<file path="src/hdl/mpeg_config.svh">
`ifndef MPEG_CONFIG_SVH
`define MPEG_CONFIG_SVH

// Video event FIFO holds 2**3 entries
`define MPEG_FIFO_DEPTH_LOG2 3

// Host register port
`define MPEG_REG_ADDR_W 4
`define MPEG_REG_DATA_W 16

// System clock reference from the pack header
`define MPEG_SCR_W 33

// GOP timecode from the top 25 bits of the four GOP payload bytes
`define MPEG_TIMECODE_W 25

// Picture temporal reference
`define MPEG_TMPREF_W 10

`endif

</file>
<file path="src/hdl/mpeg_stream_pkg.sv">
package mpeg_stream_pkg;

    // Code byte that follows the 00 00 01 prefix
    typedef enum logic [7:0] {
        PICTURE  = 8'h00,
        SEQUENCE = 8'hB3,
        GOP      = 8'hB8,
        PACK     = 8'hBA
    } start_code_e;

    // Video parser states for start code tracking and header payload
    typedef enum logic [3:0] {
        IDLE,
        ZERO1,
        ZERO2,
        MATCH,
        SEQ0,
        GOP0, GOP1, GOP2, GOP3,
        PIC0, PIC1, PIC2, PIC3
    } video_state_e;

    // Audio parser states for the pack header only
    typedef enum logic [3:0] {
        A_IDLE,
        A_ZERO1,
        A_ZERO2,
        A_MATCH,
        PACK0, PACK1, PACK2, PACK3, PACK4
    } audio_state_e;

    typedef enum logic [1:0] {
        EV_SEQ,
        EV_GOP,
        EV_PIC
    } video_event_e;

endpackage

</file>
<file path="src/hdl/mpeg_regs_pkg.sv">
package mpeg_regs_pkg;

    // Word addresses on the host register port
    typedef enum logic [3:0] {
        IER         = 4'd0,
        ISR         = 4'd1,
        TIMECODE_HI = 4'd2,
        TIMECODE_LO = 4'd3,
        TMPREF      = 4'd4,
        SCR_HI      = 4'd5,
        SCR_LO      = 4'd6,
        PACK_COUNT  = 4'd7
    } reg_addr_e;

    // Flag positions in IER and ISR
    typedef enum logic [1:0] {
        ISR_SEQ  = 2'd0,
        ISR_GOP  = 2'd1,
        ISR_PIC  = 2'd2,
        ISR_PACK = 2'd3
    } isr_bit_e;

endpackage

</file>
<file path="src/hdl/video_header_parser.sv">
`timescale 1ns/1ps
`include "mpeg_config.svh"

module video_header_parser (
    input  logic                          clk,
    input  logic                          reset,
    input  logic [7:0]                    in_data,
    input  logic                          in_audio,
    input  logic                          in_valid,
    input  logic                          in_ready,
    output logic                          ev_write,
    output mpeg_stream_pkg::video_event_e ev_kind,
    output logic [`MPEG_TIMECODE_W-1:0]   ev_timecode,
    output logic [`MPEG_TMPREF_W-1:0]     ev_tmpref
);

    mpeg_stream_pkg::video_state_e state;
    logic accept;

    // Only video tagged bytes advance this parser
    assign accept = in_valid && in_ready && !in_audio;

    always_ff @(posedge clk) begin
        if (reset) begin
            state    <= mpeg_stream_pkg::IDLE;
            ev_write <= 1'b0;
        end else begin
            ev_write <= 1'b0;
            if (accept) begin
                state <= mpeg_stream_pkg::IDLE;
                case (state)
                    mpeg_stream_pkg::IDLE: begin
                        if (in_data == 8'h00)
                            state <= mpeg_stream_pkg::ZERO1;
                    end
                    mpeg_stream_pkg::ZERO1: begin
                        if (in_data == 8'h00)
                            state <= mpeg_stream_pkg::ZERO2;
                    end
                    mpeg_stream_pkg::ZERO2: begin
                        // Extra zero bytes keep the prefix alive
                        if (in_data == 8'h00)
                            state <= mpeg_stream_pkg::ZERO2;
                        else if (in_data == 8'h01)
                            state <= mpeg_stream_pkg::MATCH;
                    end
                    mpeg_stream_pkg::MATCH: begin
                        case (in_data)
                            mpeg_stream_pkg::SEQUENCE: state <= mpeg_stream_pkg::SEQ0;
                            mpeg_stream_pkg::GOP:      state <= mpeg_stream_pkg::GOP0;
                            mpeg_stream_pkg::PICTURE:  state <= mpeg_stream_pkg::PIC0;
                            default:                   state <= mpeg_stream_pkg::IDLE;
                        endcase
                    end
                    mpeg_stream_pkg::SEQ0: begin
                        ev_write <= 1'b1;
                        ev_kind  <= mpeg_stream_pkg::EV_SEQ;
                    end
                    // Timecode in stream order, MSB first
                    mpeg_stream_pkg::GOP0: begin
                        ev_timecode[24:17] <= in_data;
                        state              <= mpeg_stream_pkg::GOP1;
                    end
                    mpeg_stream_pkg::GOP1: begin
                        ev_timecode[16:9] <= in_data;
                        state             <= mpeg_stream_pkg::GOP2;
                    end
                    mpeg_stream_pkg::GOP2: begin
                        ev_timecode[8:1] <= in_data;
                        state            <= mpeg_stream_pkg::GOP3;
                    end
                    mpeg_stream_pkg::GOP3: begin
                        ev_timecode[0] <= in_data[7];
                        ev_write       <= 1'b1;
                        ev_kind        <= mpeg_stream_pkg::EV_GOP;
                    end
                    mpeg_stream_pkg::PIC0: begin
                        ev_tmpref[9:2] <= in_data;
                        state          <= mpeg_stream_pkg::PIC1;
                    end
                    mpeg_stream_pkg::PIC1: begin
                        ev_tmpref[1:0] <= in_data[7:6];
                        state          <= mpeg_stream_pkg::PIC2;
                    end
                    // Picture type and VBV delay are skipped
                    mpeg_stream_pkg::PIC2: begin
                        state <= mpeg_stream_pkg::PIC3;
                    end
                    mpeg_stream_pkg::PIC3: begin
                        ev_write <= 1'b1;
                        ev_kind  <= mpeg_stream_pkg::EV_PIC;
                    end
                    default: state <= mpeg_stream_pkg::IDLE;
                endcase
            end
        end
    end

    // Each header needs at least two accepted bytes, so the FIFO is never flooded
    assert property (@(posedge clk) disable iff (reset) ev_write |=> !ev_write);

endmodule

</file>
<file path="src/hdl/audio_pack_parser.sv">
`timescale 1ns/1ps
`include "mpeg_config.svh"

module audio_pack_parser (
    input  logic                   clk,
    input  logic                   reset,
    input  logic [7:0]             in_data,
    input  logic                   in_audio,
    input  logic                   in_valid,
    input  logic                   in_ready,
    output logic                   scr_valid,
    output logic [`MPEG_SCR_W-1:0] scr
);

    mpeg_stream_pkg::audio_state_e state;
    logic accept;

    assign accept = in_valid && in_ready && in_audio;

    always_ff @(posedge clk) begin
        if (reset) begin
            state     <= mpeg_stream_pkg::A_IDLE;
            scr_valid <= 1'b0;
        end else begin
            scr_valid <= 1'b0;
            if (accept) begin
                state <= mpeg_stream_pkg::A_IDLE;
                case (state)
                    mpeg_stream_pkg::A_IDLE: begin
                        if (in_data == 8'h00)
                            state <= mpeg_stream_pkg::A_ZERO1;
                    end
                    mpeg_stream_pkg::A_ZERO1: begin
                        if (in_data == 8'h00)
                            state <= mpeg_stream_pkg::A_ZERO2;
                    end
                    mpeg_stream_pkg::A_ZERO2: begin
                        if (in_data == 8'h00)
                            state <= mpeg_stream_pkg::A_ZERO2;
                        else if (in_data == 8'h01)
                            state <= mpeg_stream_pkg::A_MATCH;
                    end
                    mpeg_stream_pkg::A_MATCH: begin
                        if (in_data == mpeg_stream_pkg::PACK)
                            state <= mpeg_stream_pkg::PACK0;
                    end
                    // Marker bits are dropped while the SCR is assembled
                    mpeg_stream_pkg::PACK0: begin
                        scr[32:30] <= in_data[3:1];
                        state      <= mpeg_stream_pkg::PACK1;
                    end
                    mpeg_stream_pkg::PACK1: begin
                        scr[29:22] <= in_data;
                        state      <= mpeg_stream_pkg::PACK2;
                    end
                    mpeg_stream_pkg::PACK2: begin
                        scr[21:15] <= in_data[7:1];
                        state      <= mpeg_stream_pkg::PACK3;
                    end
                    mpeg_stream_pkg::PACK3: begin
                        scr[14:7] <= in_data;
                        state     <= mpeg_stream_pkg::PACK4;
                    end
                    mpeg_stream_pkg::PACK4: begin
                        scr[6:0]  <= in_data[7:1];
                        scr_valid <= 1'b1;
                    end
                    default: state <= mpeg_stream_pkg::A_IDLE;
                endcase
            end
        end
    end

endmodule

</file>
<file path="src/hdl/video_event_fifo.sv">
`timescale 1ns/1ps
`include "mpeg_config.svh"

module video_event_fifo (
    input  logic                          clk,
    input  logic                          reset,
    input  logic                          write,
    input  mpeg_stream_pkg::video_event_e in_kind,
    input  logic [`MPEG_TIMECODE_W-1:0]   in_timecode,
    input  logic [`MPEG_TMPREF_W-1:0]     in_tmpref,
    input  logic                          pop,
    output mpeg_stream_pkg::video_event_e out_kind,
    output logic [`MPEG_TIMECODE_W-1:0]   out_timecode,
    output logic [`MPEG_TMPREF_W-1:0]     out_tmpref,
    output logic                          out_valid,
    output logic                          almost_full
);

    localparam int AW    = `MPEG_FIFO_DEPTH_LOG2;
    localparam int DEPTH = 1 << AW;
    localparam int W     = 2 + `MPEG_TIMECODE_W + `MPEG_TMPREF_W;

    logic [W-1:0]  mem [DEPTH];
    logic [W-1:0]  rd_word;
    logic [AW-1:0] wr_ptr;
    logic [AW-1:0] rd_ptr;
    logic [AW-1:0] rd_ptr_next;
    logic [AW:0]   count;
    // Next read slot written this cycle, so rd_word still holds old data
    logic          fresh_d;
    logic          fresh_q;

    assign rd_ptr_next = pop ? rd_ptr + 1'b1 : rd_ptr;
    assign fresh_d     = write && (wr_ptr == rd_ptr_next);

    assign out_valid   = (count != '0) && !fresh_q;
    assign almost_full = count >= (AW + 1)'(DEPTH - 1);

    assign out_tmpref   = rd_word[`MPEG_TMPREF_W-1:0];
    assign out_timecode = rd_word[`MPEG_TMPREF_W +: `MPEG_TIMECODE_W];
    assign out_kind     = mpeg_stream_pkg::video_event_e'(rd_word[W-1 -: 2]);

    always_ff @(posedge clk) begin
        if (reset) begin
            wr_ptr  <= '0;
            rd_ptr  <= '0;
            count   <= '0;
            fresh_q <= 1'b0;
        end else begin
            if (write)
                wr_ptr <= wr_ptr + 1'b1;
            rd_ptr  <= rd_ptr_next;
            fresh_q <= fresh_d;
            if (write && !pop)
                count <= count + 1'b1;
            else if (pop && !write)
                count <= count - 1'b1;
        end
    end

    // Storage and registered read port
    always_ff @(posedge clk) begin
        if (write)
            mem[wr_ptr] <= {in_kind, in_timecode, in_tmpref};
        rd_word <= mem[rd_ptr_next];
    end

    assert property (@(posedge clk) disable iff (reset) !(write && count == DEPTH));
    assert property (@(posedge clk) disable iff (reset) pop |-> out_valid);

endmodule

</file>
<file path="src/hdl/mpeg_host_regs.sv">
`timescale 1ns/1ps
`include "mpeg_config.svh"

module mpeg_host_regs (
    input  logic                          clk,
    input  logic                          reset,
    input  logic                          ev_write,
    input  mpeg_stream_pkg::video_event_e ev_kind,
    input  logic [`MPEG_TIMECODE_W-1:0]   ev_timecode,
    input  logic [`MPEG_TMPREF_W-1:0]     ev_tmpref,
    input  logic                          scr_valid,
    input  logic [`MPEG_SCR_W-1:0]        scr,
    input  logic                          vsync,
    input  logic [`MPEG_REG_ADDR_W-1:0]   reg_addr,
    input  logic                          reg_write,
    input  logic                          reg_read,
    input  logic [`MPEG_REG_DATA_W-1:0]   reg_wdata,
    output logic [`MPEG_REG_DATA_W-1:0]   reg_rdata,
    output logic                          irq,
    output logic                          in_ready
);

    mpeg_stream_pkg::video_event_e fifo_kind;
    logic [`MPEG_TIMECODE_W-1:0] fifo_timecode;
    logic [`MPEG_TMPREF_W-1:0]   fifo_tmpref;
    logic                        fifo_valid;
    logic                        fifo_almost_full;

    logic [`MPEG_TIMECODE_W-1:0] timecode;
    logic [`MPEG_TMPREF_W-1:0]   tmpref;
    logic [`MPEG_SCR_W-1:0]      scr_reg;
    logic [15:0]                 pack_count;
    logic [3:0]                  ier;
    logic [3:0]                  isr;
    logic [3:0]                  isr_set;
    logic                        isr_clear;
    logic                        vsync_q;
    logic                        vsync_rise;
    logic                        phase;
    logic                        release_ev;

    video_event_fifo u_event_fifo (
        .clk          (clk),
        .reset        (reset),
        .write        (ev_write),
        .in_kind      (ev_kind),
        .in_timecode  (ev_timecode),
        .in_tmpref    (ev_tmpref),
        .pop          (release_ev),
        .out_kind     (fifo_kind),
        .out_timecode (fifo_timecode),
        .out_tmpref   (fifo_tmpref),
        .out_valid    (fifo_valid),
        .almost_full  (fifo_almost_full)
    );

    assign in_ready   = !fifo_almost_full;
    assign vsync_rise = vsync && !vsync_q;
    // One event per pair of vsync rising edges
    assign release_ev = vsync_rise && phase && fifo_valid;
    assign isr_clear  = reg_read && (reg_addr == mpeg_regs_pkg::ISR);

    always_comb begin
        isr_set = '0;
        if (release_ev) begin
            case (fifo_kind)
                mpeg_stream_pkg::EV_SEQ: isr_set[mpeg_regs_pkg::ISR_SEQ] = 1'b1;
                mpeg_stream_pkg::EV_GOP: isr_set[mpeg_regs_pkg::ISR_GOP] = 1'b1;
                mpeg_stream_pkg::EV_PIC: isr_set[mpeg_regs_pkg::ISR_PIC] = 1'b1;
                default: ;
            endcase
        end
        if (scr_valid)
            isr_set[mpeg_regs_pkg::ISR_PACK] = 1'b1;
    end

    always_ff @(posedge clk) begin
        if (reset) begin
            vsync_q    <= 1'b0;
            phase      <= 1'b0;
            ier        <= '0;
            isr        <= '0;
            irq        <= 1'b0;
            timecode   <= '0;
            tmpref     <= '0;
            scr_reg    <= '0;
            pack_count <= '0;
        end else begin
            vsync_q <= vsync;
            if (vsync_rise)
                phase <= !phase;
            if (reg_write && reg_addr == mpeg_regs_pkg::IER)
                ier <= reg_wdata[3:0];
            // New flags win over the read clear
            isr <= (isr_clear ? 4'b0 : isr) | isr_set;
            irq <= |(isr & ier);
            if (release_ev && fifo_kind == mpeg_stream_pkg::EV_GOP)
                timecode <= fifo_timecode;
            if (release_ev && fifo_kind == mpeg_stream_pkg::EV_PIC)
                tmpref <= fifo_tmpref;
            if (scr_valid) begin
                scr_reg    <= scr;
                pack_count <= pack_count + 1'b1;
            end
        end
    end

    // Host sees the SCR in 45 kHz units as bits 32 to 1
    always_comb begin
        reg_rdata = '0;
        case (reg_addr)
            mpeg_regs_pkg::IER:         reg_rdata[3:0] = ier;
            mpeg_regs_pkg::ISR:         reg_rdata[3:0] = isr;
            mpeg_regs_pkg::TIMECODE_HI: reg_rdata[8:0] = timecode[24:16];
            mpeg_regs_pkg::TIMECODE_LO: reg_rdata      = timecode[15:0];
            mpeg_regs_pkg::TMPREF:      reg_rdata[9:0] = tmpref;
            mpeg_regs_pkg::SCR_HI:      reg_rdata      = scr_reg[32:17];
            mpeg_regs_pkg::SCR_LO:      reg_rdata      = scr_reg[16:1];
            mpeg_regs_pkg::PACK_COUNT:  reg_rdata      = pack_count;
            default: ;
        endcase
    end

    // A cleared enable mask silences the interrupt one cycle later
    assert property (@(posedge clk) disable iff (reset) (ier == '0) |=> !irq);

endmodule

</file>
<file path="src/hdl/mpeg_decoder_top.sv">
`timescale 1ns/1ps
`include "mpeg_config.svh"

module mpeg_decoder_top (
    input  logic                        clk,
    input  logic                        reset,
    input  logic [7:0]                  in_data,
    input  logic                        in_audio,
    input  logic                        in_valid,
    output logic                        in_ready,
    input  logic                        vsync,
    input  logic [`MPEG_REG_ADDR_W-1:0] reg_addr,
    input  logic                        reg_write,
    input  logic                        reg_read,
    input  logic [`MPEG_REG_DATA_W-1:0] reg_wdata,
    output logic [`MPEG_REG_DATA_W-1:0] reg_rdata,
    output logic                        irq
);

    logic                          ev_write;
    mpeg_stream_pkg::video_event_e ev_kind;
    logic [`MPEG_TIMECODE_W-1:0]   ev_timecode;
    logic [`MPEG_TMPREF_W-1:0]     ev_tmpref;
    logic                          scr_valid;
    logic [`MPEG_SCR_W-1:0]        scr;

    video_header_parser u_video_parser (
        .clk         (clk),
        .reset       (reset),
        .in_data     (in_data),
        .in_audio    (in_audio),
        .in_valid    (in_valid),
        .in_ready    (in_ready),
        .ev_write    (ev_write),
        .ev_kind     (ev_kind),
        .ev_timecode (ev_timecode),
        .ev_tmpref   (ev_tmpref)
    );

    audio_pack_parser u_audio_parser (
        .clk       (clk),
        .reset     (reset),
        .in_data   (in_data),
        .in_audio  (in_audio),
        .in_valid  (in_valid),
        .in_ready  (in_ready),
        .scr_valid (scr_valid),
        .scr       (scr)
    );

    mpeg_host_regs u_host_regs (
        .clk         (clk),
        .reset       (reset),
        .ev_write    (ev_write),
        .ev_kind     (ev_kind),
        .ev_timecode (ev_timecode),
        .ev_tmpref   (ev_tmpref),
        .scr_valid   (scr_valid),
        .scr         (scr),
        .vsync       (vsync),
        .reg_addr    (reg_addr),
        .reg_write   (reg_write),
        .reg_read    (reg_read),
        .reg_wdata   (reg_wdata),
        .reg_rdata   (reg_rdata),
        .irq         (irq),
        .in_ready    (in_ready)
    );

endmodule

</file>
<file path="config.mk">
export PLATFORM = sky130hd
export DESIGN_NAME = mpeg_decoder_top
export DESIGN_NICKNAME = d
export VERILOG_FILES = /design/src/hdl/mpeg_stream_pkg.sv /design/src/hdl/mpeg_regs_pkg.sv /design/src/hdl/video_header_parser.sv /design/src/hdl/audio_pack_parser.sv /design/src/hdl/video_event_fifo.sv /design/src/hdl/mpeg_host_regs.sv /design/src/hdl/mpeg_decoder_top.sv
export VERILOG_INCLUDE_DIRS = /design/src /design/src/hdl
export SDC_FILE = /design/constraint.sdc
export NUM_CORES = 1
export LEC_CHECK = 0
export BUFFER_PORTS_ARGS = -buffer_cell sky130_fd_sc_hd__buf_2
export CAP_MARGIN = 20
export CORE_ASPECT_RATIO = 1.1
export CORE_MARGIN = 3
export CORE_UTILIZATION = 55
export CTS_BUF_LIST = sky130_fd_sc_hd__clkbuf_8
export CTS_CLUSTER_DIAMETER = 60
export CTS_CLUSTER_SIZE = 16
export DETAILED_ROUTE_END_ITERATION = 10
export PLACE_DENSITY_LB_ADDON = 0.05
export SLEW_MARGIN = 20
export SYNTH_ARGS = -nofsm -noshare
export SYNTH_HDL_FRONTEND = slang
export SYNTH_HIERARCHICAL = 1
export SYNTH_SLANG_ARGS = --single-unit
</file>
<file path="constraint.sdc">
create_clock -name clk -period 3.28 [get_ports clk]
set_input_delay 0 -clock clk [delete_from_list [all_inputs] [get_ports clk]]
set_output_delay 0 -clock clk [all_outputs]
set_load 0.02 [all_outputs]
</file>
### Yosys cells after proc, flatten, opt, wreduce, memory -nomap -nowiden

Memories as Yosys holds them, arrays and structs flattened. A register that Yosys moved wholly into a read port is not among the register bits.
Index checks and enable logic that the tools add are counted.

* bits in writable memories: 296
* input port bits: 35
* register bits after elaboration: 186
* output and inout port bits: 18
* memories: 1
* logic and storage cells: 146

Memory list
* u_host_regs.u_event_fifo.mem: depth 8, bits a word 37, read ports 1, clocked after memory_dff 1, write ports 1, line video_event_fifo.sv:23 `logic [W-1:0] mem [DEPTH];`

* equality and inequality tests: 34
* reductions and logical operators: 45
* magnitude comparators: 1
* add/sub/neg operators: 5
* mux-type cells: 26
* bitwise logic cells: 5

Operators by type and width (number)
* 4-bit case mux with 8 select lines: 2
* 4-bit by 3-bit == test with 1-bit output, second input constant: 12
* 4-bit case mux with 10 select lines: 1
* 3-bit AND reduction: 12
* 5-bit case mux with 6 select lines: 1
* 4-bit by 2-bit == test with 1-bit output, second input constant: 6
* 4-bit == test, second input constant: 6
* 8-bit == test, second input constant: 3
* 6-bit case mux with 4 select lines: 1
* 16-bit by 1-bit adder with 16-bit output, second input constant: 1
* 4-bit 2-to-1 mux: 4
* 1-bit logical AND: 14
* 4-bit by 1-bit == test with 1-bit output, second input constant: 3
* 4-bit logical NOT: 3
* 4-bit case mux with 3 select lines: 1
* 1-bit 2-to-1 mux: 9
* 3-bit 2-to-1 mux: 3
* 8-bit by 1-bit == test with 1-bit output, second input constant: 1
* 8-bit logical NOT: 1
* 1-bit logical NOT: 7
* 3-bit by 1-bit adder with 3-bit output, second input constant: 2
* 2-bit case mux with 3 select lines: 1
* 1-bit case mux with 5 select lines: 1
* 4-bit by 1-bit adder with 4-bit output, second input constant: 1
* 16 further kinds: 20

### Depth between registers and ports, before layout

Gate-level depths: netlist of run 1.

* word-level depth: 7
* depth in mapped cells: 13

### By module

The synthesis of run 1 kept the hierarchy.

Modules (own cells, without submodules)
* video_event_fifo: sequential area each 9849.4 sq um, cells each 714, area each 14580.2 sq um, times used 1
* mpeg_host_regs: sequential area each 1881.8 sq um, cells each 476, area each 4321.6 sq um, times used 1
* video_header_parser: sequential area each 1211.2 sq um, cells each 110, area each 1614.0 sq um, times used 1
* audio_pack_parser: sequential area each 1091.0 sq um, cells each 79, area each 1350.0 sq um, times used 1

### Worst setup path after synthesis of run 1

Ideal clock, no wire load.

* path kind: register to register
* start point: register u_video_parser.ev_write
* end point: memory u_host_regs/u_event_fifo/mem[0][0] (netlist bit) (enable)
* library setup time: 0.477 ns
* buffers on the path: 0
* path slack: -0.307 ns
* arrival: 3.109 ns
* stages on the path, launching flop included: 3
* cell sequence: dfxtp_1 > nand2b_1 > nor3_1

* word-level cells in the longest chain between the ends: 2

Ends and longest elaborated chain
* start: declaration: line video_header_parser.sv:11 `output logic ev_write,`
* start signal: assignment: line video_header_parser.sv:26 `ev_write <= 1'b0;`
* start signal: assignment: line video_header_parser.sv:28 `ev_write <= 1'b0;`
* start signal: assignment: line video_header_parser.sv:56 `ev_write <= 1'b1;`
* 1-bit 2-to-1 mux: line video_event_fifo.sv:63 `if (write)`
* 1-bit 2-to-1 mux (implied by the code): line video_event_fifo.sv:64 `mem[wr_ptr] <= {in_kind, in_timecode, in_tmpref};`
* end: declaration: line video_event_fifo.sv:23

Every way passes these cells.

### Worst setup path after layout of run 1

* start point: register u_host_regs.u_event_fifo.count[0]
* end point: register u_host_regs.u_event_fifo.count[3]

* word-level cells in the longest chain between the ends: 6

Ends and longest elaborated chain
* start: declaration: line video_event_fifo.sv:28 `logic [AW:0] count;`
* start signal: assignment: line video_event_fifo.sv:55 `count <= count + 1'b1;`
* start signal: assignment: line video_event_fifo.sv:57 `count <= count - 1'b1;`
* 4-bit nonzero test *: line video_event_fifo.sv:36 `assign out_valid = (count != '0) && !fresh_q;`
* 1-bit logical AND *: line video_event_fifo.sv:36
* net u_host_regs.fifo_valid: line mpeg_host_regs.sv:26 `logic fifo_valid;`
* 1-bit logical AND *: line mpeg_host_regs.sv:60 `assign release_ev = vsync_rise && phase && fifo_valid;`
* net u_host_regs.release_ev: line mpeg_host_regs.sv:40 `logic release_ev;`
* 1-bit logical NOT: line video_event_fifo.sv:54 `if (write && !pop)`
* 1-bit logical AND: line video_event_fifo.sv:54
* 4-bit 2-to-1 mux or 2-bit nonzero test (tied branches)

Mark *: on every way through the listed nets, which the timed path passes. The rest lies on a longest branch. The select of a mux whose other input is x is not followed.
A chain may end at the register's enable or synchronous reset.

==> results of run 1 <==
-- layout make-up --
class                           instances  area share [%]
Timing Repair Buffer                   98            3.42
Clock buffer                           46            2.66
Tap cell                              500            2.63
Sequential cell                       517            58.9
Multi-Input combinational cell        765            31.4
Clock inverter                         29           0.884
Inverter                                8           0.126
-- cells in the final DEF, fill, tap and decap left out, drive strengths merged, types with 25 or more instances in the layout --
master and n:
mux2i 63, nand2 115, inv 27, dlygate4sd3 25
dfxtp 152, a21oi 46, nor2 115, clkbuf 46
edfxtp 365, a22oi 87, mux4 152, buf 73
-- power groups by stage --
stage	logic [uW]	clock network (uW)	registers, uW
floorplan	154	0	7080
global placement	255	0	7090
detailed placement	257	0	7090
CTS	278	3710	6940
global route	298	3970	6940
finish	278	3600	6940
-- metal layers --
metal,up-vias,global-route usage (%)
li1,5541,-
met1,6404,32.3
met2,378,39.7
met3,79,3.21
met4,0,6.54
met5,-,0
-- worst max-delay path, cell delays in order, from the launching register on --
cell and delay [ns]:
dfxtp_1 0.45, nor4_1 0.09, nor2_1 0.09, nand4b_1 0.21, inv_2 0.25, inv_1 0.12, ha_1 0.22, inv_1 0.12
ha_1 0.24, a21o_1 0.18, a21oi_1 0.17, xnor2_1 0.09, or3_1 0.30, a21oi_1 0.14
-- final timing paths --
path                                   startpoint                                end  slack [ns]
max             u_host_regs/u_event_fifo/count[0]  u_host_regs/u_event_fifo/count[3]        0.55
min                                   reg_addr[1]                 u_host_regs/isr[2]        0.17
max reg2reg     u_host_regs/u_event_fifo/count[0]  u_host_regs/u_event_fifo/count[3]        0.55
min reg2reg  u_host_regs/u_event_fifo/rd_word[21]           u_host_regs/timecode[11]        0.45
-- stage by stage --
stage	total power [uW]	util (%)	hold WS [ns]	worst slack [ns]
floorplan	7240	-	0.0691	0.574
global placement	7340	58.7	0.237	0.568
detailed placement	7350	58.7	0.245	0.565
CTS	10900	61.5	0.107	0.537
global route	11200	61.5	0.197	0.337
finish	10800	61.5	0.172	0.547
-- timing repair --
action,4_1_cts,5_1_grt
endpoints found under the hold margin,98,0
setup endpoints to repair,0,0
hold buffers,25,0
==> qor.yml, run 1 <==
clock_tree:
  clock_latency_ns: 0.62
  post_cts_buffers: 0
  cts_resized: 0
  htree_levels: 2
  cts-buffers-inserted: 42
  clock_path_buffers: 3
  cts_tree: "yes"
  root_buffer: "clkbuf_8"
  clk_pin_slew_ns: 0.10
  cts_sinks: 517
drt:
  firstDrtPassIters: 5
  wl_met1_mm: 20.4
  drc: 0
  final_antenna_net_count: 0
  dr_wl_met2_mm: 24.7
  via_per_inst: 6.32
  highest_layer: "met4"
  vias: 12400
  drtIter0Drc: 1016
  totalWireLength_mm: 49.0
  wl_met3_mm: 2.76
  wire_per_inst_um: 24.9
sta:
  finalCritPeriodShare_pct: 83.3
  rsz0062_at_grt: "no"
  drv_slew: 0
  hold_violations: 0
  finalClockSkew_ns: 0.0268
  period_needed_ns: 2.73
  setup_violations: 0
  max_freq_mhz: 366
  tns_ns: 0
  slew_headroom_pct: 28.6
  worst_pin_slew_ns: 1.07
power:
  p_leak_uw: 0.00746
  p_per_area_nw_per_um2: 455
  vdd_drop_max_uv: 394
  internal_power_uw: 8510
  p_sw_uw: 2300
  p_seq_share_pct: 64.2
  swShare_pct: 21.3
  p_clk_share_pct: 33.3
  pwr-share-comb_pct: 2.6
finish:
  area_growth_syn_to_layout_pct: 8.89
  fill_cells: 2807
  reg.largest.list: "u_host_regs/u_event_fifo/mem (296), u_host_regs/u_event_fifo/rd_word (37)"
  stdcell_area_um2: 23800
  nNetsFinal: 1474
  num_antenna_cells: 0
  drive_above_1_share_pct: 22.0
  layout.cells.non_filler: 1963
  top_register: "u_host_regs/u_event_fifo/mem"
  largest_register_ff_count: 296
  multi_input_area_um2: 7460
  seq_area_um2: 14000
critical_path:
  crit_arrival_ns: 3.29
  crit_path_end_kind: "flip-flop"
  reg2regPathDepth: 13
  required_ns: 3.84
  worstPathMaxFanout: 8
  critPathLaunchType: "flip-flop"
  crit_type: "reg2reg"
grt:
  grt_overflow: 0
  grt_first_pass_wirelength_mm: 74.4
  antenna_found_initial: 1
  grt_max_degree: 96
  grt_pass1_vias: 12100
  grt_use_total_pct: 23.5
die:
  dieArea_um2: 42100
  die_w_um: 196
  initial_core_util_pct: 56.5
  core_area_um2: 38700
  rows: 75
  num_io_pins: 53
  die_h_um: 215
place:
  portBuffers: 40
  place_area_um2: 22700
  place_hpwl_mm: 28.3
  gp_congestion: 0.796
  place_inst: 1863
synth:
  yosys_warnings: 6
  syn_area_um2: 21800
  synth.net_count: 1420
  syn_inst: 1378
  postSynthAreaPerCell_um2: 15.8
worst_hold_path:
  worst_hold_path_type: "in2reg"
  hold-path-cell-count: 5
run:
  maxCapViolCount: 0
run_status:
  outcome: "complete, no violations"
Power figures use the tool's default switching activity.
==> inputs of run 2 (changes only) <==
Clock period 3.28 ns to 2.4 ns, I/O delays scaled along.
==> run 2 against run 1 <==
  * Sequential power up 37%
  * Register-to-register slack worse by 0.44 ns
  * Sequential cell count stayed put
  * Global-route usage up 0.98 points
  * Maximum frequency up 19%
==> qor.yml, run 2 (synthesized netlist as in run 1, its figures left out) <==
drt:
  via_per_inst: 6.32  # about the same
  totalWireLength_mm: 52.2  # +6.7%
  vias: 12700  # +2.3%
  wire_per_inst_um: 26.0  # +4.3%
  firstDrtPassIters: 5  # unchanged
  final_antenna_net_count: 0  # unchanged
  drc: 0  # unchanged
  drtIter0Drc: 1078  # +6.1%
critical_path:
  crit_start: "u_host_regs/u_event_fifo/count[1]"
  required_ns: 2.73  # -1.11 ns
  path_depth: 8  # -5
  r2r_end: "u_audio_parser/scr[15]"
  cp_cell_sequence: "buf_4, a31o_2, inv_1, nand3_1, nor2_1, nand3b_1, nor3b_1, buf_4"
  crit_type: "reg2reg"
  crit_path_end_kind: "flip-flop"
  crit_arrival_ns: 2.63  # -0.66 ns
  cpMaxStageDelayCell: "dfxtp_1"
  cp_num_buf_inv: 3  # unchanged
  worstPathMaxFanout: 7  # -1
  endpoint: "u_audio_parser/scr[15]"
  r2r_start: "u_host_regs/u_event_fifo/count[1]"
  slowest_delay_ns: 0.33  # -0.12 ns
  crit_family: "simple AND/OR/NAND/NOR gates"
  critPathMostFrequentCell: "buf_4"
  critPathLaunchType: "flip-flop"
  r2r_slack_ns: 0.11  # -0.44 ns
  reg2regPathDepth: 8  # -5
finish:
  fin_util_pct: 63.1  # +1.6 points
  nNetsFinal: 1516  # +2.8%
  drive_above_1_share_pct: 24.7  # +2.7 points
  multi_input_area_um2: 7500  # +0.54%
  area_growth_syn_to_layout_pct: 11.7
  seq_area_um2: 14000  # about the same
  mostFrequentLayoutCell: "edfxtp_1"
  largest_register_ff_count: 296  # unchanged
  num_antenna_cells: 0  # unchanged
  reg.largest.list: "u_host_regs/u_event_fifo/mem (296), u_host_regs/u_event_fifo/rd_word (37)"
  top_register: "u_host_regs/u_event_fifo/mem"
  final_cell_mix: "edfxtp_1, dfxtp_1, mux4_2"
  fill_cells: 2816  # +0.32%
power:
  p_per_area_nw_per_um2: 605  # +33%
  p_leak_uw: 0.00777  # +4.1%
  vdd_drop_max_uv: 503  # +28%
  power_uw: 14700  # +36%
clock_tree:
  cts_tree: "yes"
  root_buffer: "clkbuf_8"
  clock_path_buffers: 3  # unchanged
  cts-buffers-inserted: 42  # unchanged
  clk_pin_slew_ns: 0.10  # about the same
  clock_latency_ns: 0.63  # about the same
  cts_sinks: 517  # unchanged
  htree_levels: 2  # unchanged
place:
  gp_congestion: 0.794  # -0.24%
  portBuffers: 40  # unchanged
  place_hpwl_mm: 31.1  # +9.8%
die:
  die_h_um: 215  # unchanged
  dieArea_um2: 42100  # unchanged
  die_w_um: 196  # unchanged
  num_io_pins: 53  # unchanged
  core_area_um2: 38700  # unchanged
  initial_core_util_pct: 56.5  # unchanged
  rows: 75  # unchanged
sta:
  tns_ns: 0  # unchanged
  drv_slew: 0  # unchanged
  hold_violations: 0  # unchanged
  max_freq_mhz: 436  # +19%
  slew_headroom_pct: 58.9  # +30 points
  worst_pin_slew_ns: 0.617  # -0.454 ns
  period_needed_ns: 2.29  # -0.441 ns
  finalClockSkew_ns: 0.0267  # -0.000189 ns
  setup_violations: 0  # unchanged
  rsz0062_at_grt: "yes"
  finalCritPeriodShare_pct: 95.5  # +12 points
grt:
  grt_first_pass_wirelength_mm: 77.4  # +4.1%
  grt_use_total_pct: 24.4  # +0.98 points
  antenna_found_initial: 1  # unchanged
  grt_overflow: 0  # unchanged
  grt_pass1_vias: 12700  # +4.5%
  grt_max_degree: 98  # +2.1%
run:
  maxCapViolCount: 0  # unchanged
run_status:
  outcome: "complete, no violations"
worst_hold_path:
  worst_hold_path_type: "in2reg"
[run 2: metrics by stage]
step                      cell area (um2)  hold WS, ns  setup slack (ns)  std cells
after floorplan                     21900       0.0691            -0.306       1378
after global placement              23100        0.235            0.0127       1895
after detailed placement            23100        0.251           -0.0255       1895
after CTS                           24200      0.00132           0.00893       1999
after global routing                24400        0.103           -0.0387       2008
final                               24400       0.0652             0.108       2008
[run 2: cell type report]
type,count,share of cell area [%]
Sequential cell,517,57.4
Multi-Input combinational cell,765,30.7
Timing Repair Buffer,140,5.75
Tap cell,500,2.57
Clock buffer,45,2.54
Clock inverter,33,0.826
Inverter,8,0.133
[run 2: timing repair]
item,in CTS,in global routing
cloned,0,4
pin swaps,2,9
endpoints found under the hold margin,117,0
hold buffers,25,0
endpoints found under the setup margin,1,22
resized for setup,3,8
setup buffers,1,5
[run 2: how the worst min path moves through the flow]
stage / start / end / cells past startpoint
2_1_floorplan: reset / u_audio_parser/state[2] / 1
3_3_place_gp: reg_wdata[1] / u_host_regs/ier[1] / 3
3_5_place_dp: reg_wdata[0] / u_host_regs/ier[0] / 3
4_1_cts: reg_addr[3] / u_host_regs/isr[0] / 5
5_1_grt: reg_addr[3] / u_host_regs/isr[1] / 5
6_report: reg_addr[3] / u_host_regs/isr[0] / 5
[run 2: worst min-delay path: cells and delay by family]
kind            cells  cell delay (ns)
compound gates      1             0.10
simple gates        3             0.33
buf+inv             1             0.23
[run 2: power by group]
| part | total (uW) | switching, uW | internal [uW] |
|---|---|---|---|
| Clock | 4860 | 2940 | 1920 |
| Sequential | 9480 | 21.3 | 9460 |
| Combinational | 400 | 248 | 153 |
[run 2: routing by layer]
| metal | vias up | global-route usage (%) | share of wire, % |
|---|---|---|---|
| met5 | - | 0 | 0.025 |
| met4 | 2 | 6.92 | 2.5 |
| met3 | 87 | 4.46 | 6.4 |
| met2 | 407 | 39.8 | 49 |
| met1 | 6569 | 34.4 | 42 |
| li1 | 5624 | - | - |
==> inputs of run 3 (changes only) <==
Clock period 2.4 ns to 2.3 ns, I/O delays scaled along.
==> run 3 against run 2 <==
  * Die area stayed put
  * Largest cell class unchanged
  * Design area grew 0.13%
  * Clock skew rose by 0.0027 ns
  * Maximum frequency up 0.26%
==> qor.yml, run 3 (synthesized netlist as in run 1, its figures left out) <==
run_status:
  outcome: "complete, no violations"
drt:
  drc: 0  # unchanged
  via_per_inst: 6.23  # -1.4%
  final_antenna_net_count: 0  # unchanged
  firstDrtPassIters: 5  # unchanged
  drtIter0Drc: 968  # -10%
  vias: 12500  # -1.6%
  totalWireLength_mm: 50.6  # -3.2%
  wire_per_inst_um: 25.2  # -2.9%
power:
  p_clk_share_pct: 33.2  # +0.2 points
  internal_power_uw: 12100  # +5.2%
  vdd_drop_max_uv: 469  # -6.8%
  p_sw_uw: 3320  # +3.3%
  p_seq_share_pct: 64.0  # -0.3 points
  swShare_pct: 21.5  # -0.32 points
  p_leak_uw: 0.00774  # -0.30%
  pwr-share-comb_pct: 2.7  # about the same
  p_per_area_nw_per_um2: 633  # +4.7%
  power_uw: 15500  # +4.8%
clock_tree:
  cts-buffers-inserted: 43  # +2.4%
  htree_levels: 2  # unchanged
  cts_tree: "yes"
  clock_latency_ns: 0.63  # about the same
  clk_pin_slew_ns: 0.09  # about the same
  clock_path_buffers: 3  # unchanged
  root_buffer: "clkbuf_8"
  cts_sinks: 517  # unchanged
sta:
  drv_slew: 0  # unchanged
  setup_violations: 0  # unchanged
  period_needed_ns: 2.29  # -0.00584 ns
  tns_ns: 0  # unchanged
  slew_headroom_pct: 49.7  # -9.1 points
  max_freq_mhz: 437  # +0.26%
  worst_pin_slew_ns: 0.752  # +0.135 ns
  finalClockSkew_ns: 0.0294  # +0.00270 ns
  rsz0062_at_grt: "yes"
  finalCritPeriodShare_pct: 99.4  # +3.9 points
  hold_violations: 0  # unchanged
critical_path:
  crit_path_end_kind: "flip-flop"
  r2r_start: "u_host_regs/u_event_fifo/count[0]"
  crit_arrival_ns: 2.85  # +0.22 ns
  reg2regPathDepth: 13  # +5
  critPathLaunchType: "flip-flop"
  crit_type: "reg2reg"
  required_ns: 2.86  # +0.13 ns
  crit_start: "u_host_regs/u_event_fifo/count[0]"
  worstPathMaxFanout: 3  # -4
place:
  place_hpwl_mm: 30.0  # -3.6%
  place_inst: 1895  # unchanged
  gp_congestion: 0.807  # +1.7%
  portBuffers: 40  # unchanged
  place_area_um2: 23100  # -0.12%
finish:
  fin_util_pct: 63.2  # +0.081 points
  stdcell_area_um2: 24400  # +0.13%
  num_antenna_cells: 0  # unchanged
  largest_register_ff_count: 296  # unchanged
  nNetsFinal: 1514  # -0.13%
  layout.cells.non_filler: 2003  # -0.25%
  top_register: "u_host_regs/u_event_fifo/mem"
  mostFrequentLayoutCell: "edfxtp_1"
  reg.largest.list: "u_host_regs/u_event_fifo/mem (296), u_host_regs/u_event_fifo/rd_word (37)"
  area_growth_syn_to_layout_pct: 11.8
  drive_above_1_share_pct: 25.6  # +0.95 points
  final_cell_mix: "edfxtp_1, dfxtp_1, mux4_2"
grt:
  grt_use_total_pct: 23.7  # -0.73 points
  grt_max_degree: 99  # +1.0%
  grt_overflow: 0  # unchanged
  grt_pass1_vias: 12400  # -1.8%
  grt_first_pass_wirelength_mm: 75.4  # -2.6%
  antenna_found_initial: 0  # -1
worst_hold_path:
  worst_hold_path_type: "in2reg"
  hold_start: "reg_addr[3]"
  hold-path-cell-count: 5  # unchanged
die:
  die_h_um: 215  # unchanged
  num_io_pins: 53  # unchanged
  initial_core_util_pct: 56.5  # unchanged
  rows: 75  # unchanged
  core_area_um2: 38700  # unchanged
  dieArea_um2: 42100  # unchanged
  die_w_um: 196  # unchanged
run:
  maxCapViolCount: 0  # unchanged
## run 3: repair_timing
| action | in CTS | in global routing |
|---|---|---|
| hold endpoints to repair | 111 | 0 |
| gates resized for setup | 3 | 15 |
| setup buffers | 2 | 3 |
| pin swaps | 3 | 9 |
| hold buffers | 23 | 0 |
| endpoints found under the setup margin | 1 | 57 |
| gates cloned | 0 | 5 |
## run 3: layout make-up
type | instances | area, um2
Fill cell | 2849 | 14200
Inverter | 8 | 32.5
Clock inverter | 28 | 180
Sequential cell | 517 | 14000
Multi-Input combinational cell | 765 | 7530
Tap cell | 500 | 626
Timing Repair Buffer | 137 | 1380
Clock buffer | 48 | 661
## run 3: critical path: stages, from the launching register on
cell and delay, ns:
dfxtp_2 0.34, nor4_2 0.25, nor2_1 0.08, nand4b_1 0.15, inv_2 0.08, inv_2 0.07, ha_4 0.14, inv_4 0.04
ha_4 0.20, a21o_1 0.16, a21oi_2 0.14, xnor2_1 0.09, or3_1 0.38, a21oi_2 0.13
## run 3: metal layers
layer | vias to the layer above | track usage (%) | share of wire, %
met5 | - | 0 | 0
met1 | 6403 | 33.6 | 42
li1 | 5619 | - | -
met4 | 0 | 7.68 | 2.9
met3 | 79 | 3.35 | 5.9
met2 | 380 | 38.6 | 49
## run 3: final timing paths
kind / slack (ns) / endpoint
min: 0.07 / u_host_regs/isr[0]
max reg2reg: 0.01 / u_host_regs/u_event_fifo/count[3]
min reg2reg: 0.44 / u_host_regs/timecode[11]
max: 0.01 / u_host_regs/u_event_fifo/count[3]
## run 3: stage by stage
step / hold WS [ns] / setup slack (ns)
after global placement: 0.236 / -0.0591
after CTS: 0.0159 / 0.0117
after floorplan: 0.0691 / -0.406
after detailed placement: 0.240 / -0.0317
final: 0.0697 / 0.0138
after global routing: 0.0932 / -0.101
## run 3: power by group through the flow
stage / registers, uW / logic (uW) / clock network (uW)
final: 9900 / 419 / 5140
after global routing: 9900 / 450 / 5670
after CTS: 9900 / 416 / 5300
after floorplan: 10100 / 221 / 0
after detailed placement: 10100 / 386 / 0
after global placement: 10100 / 382 / 0
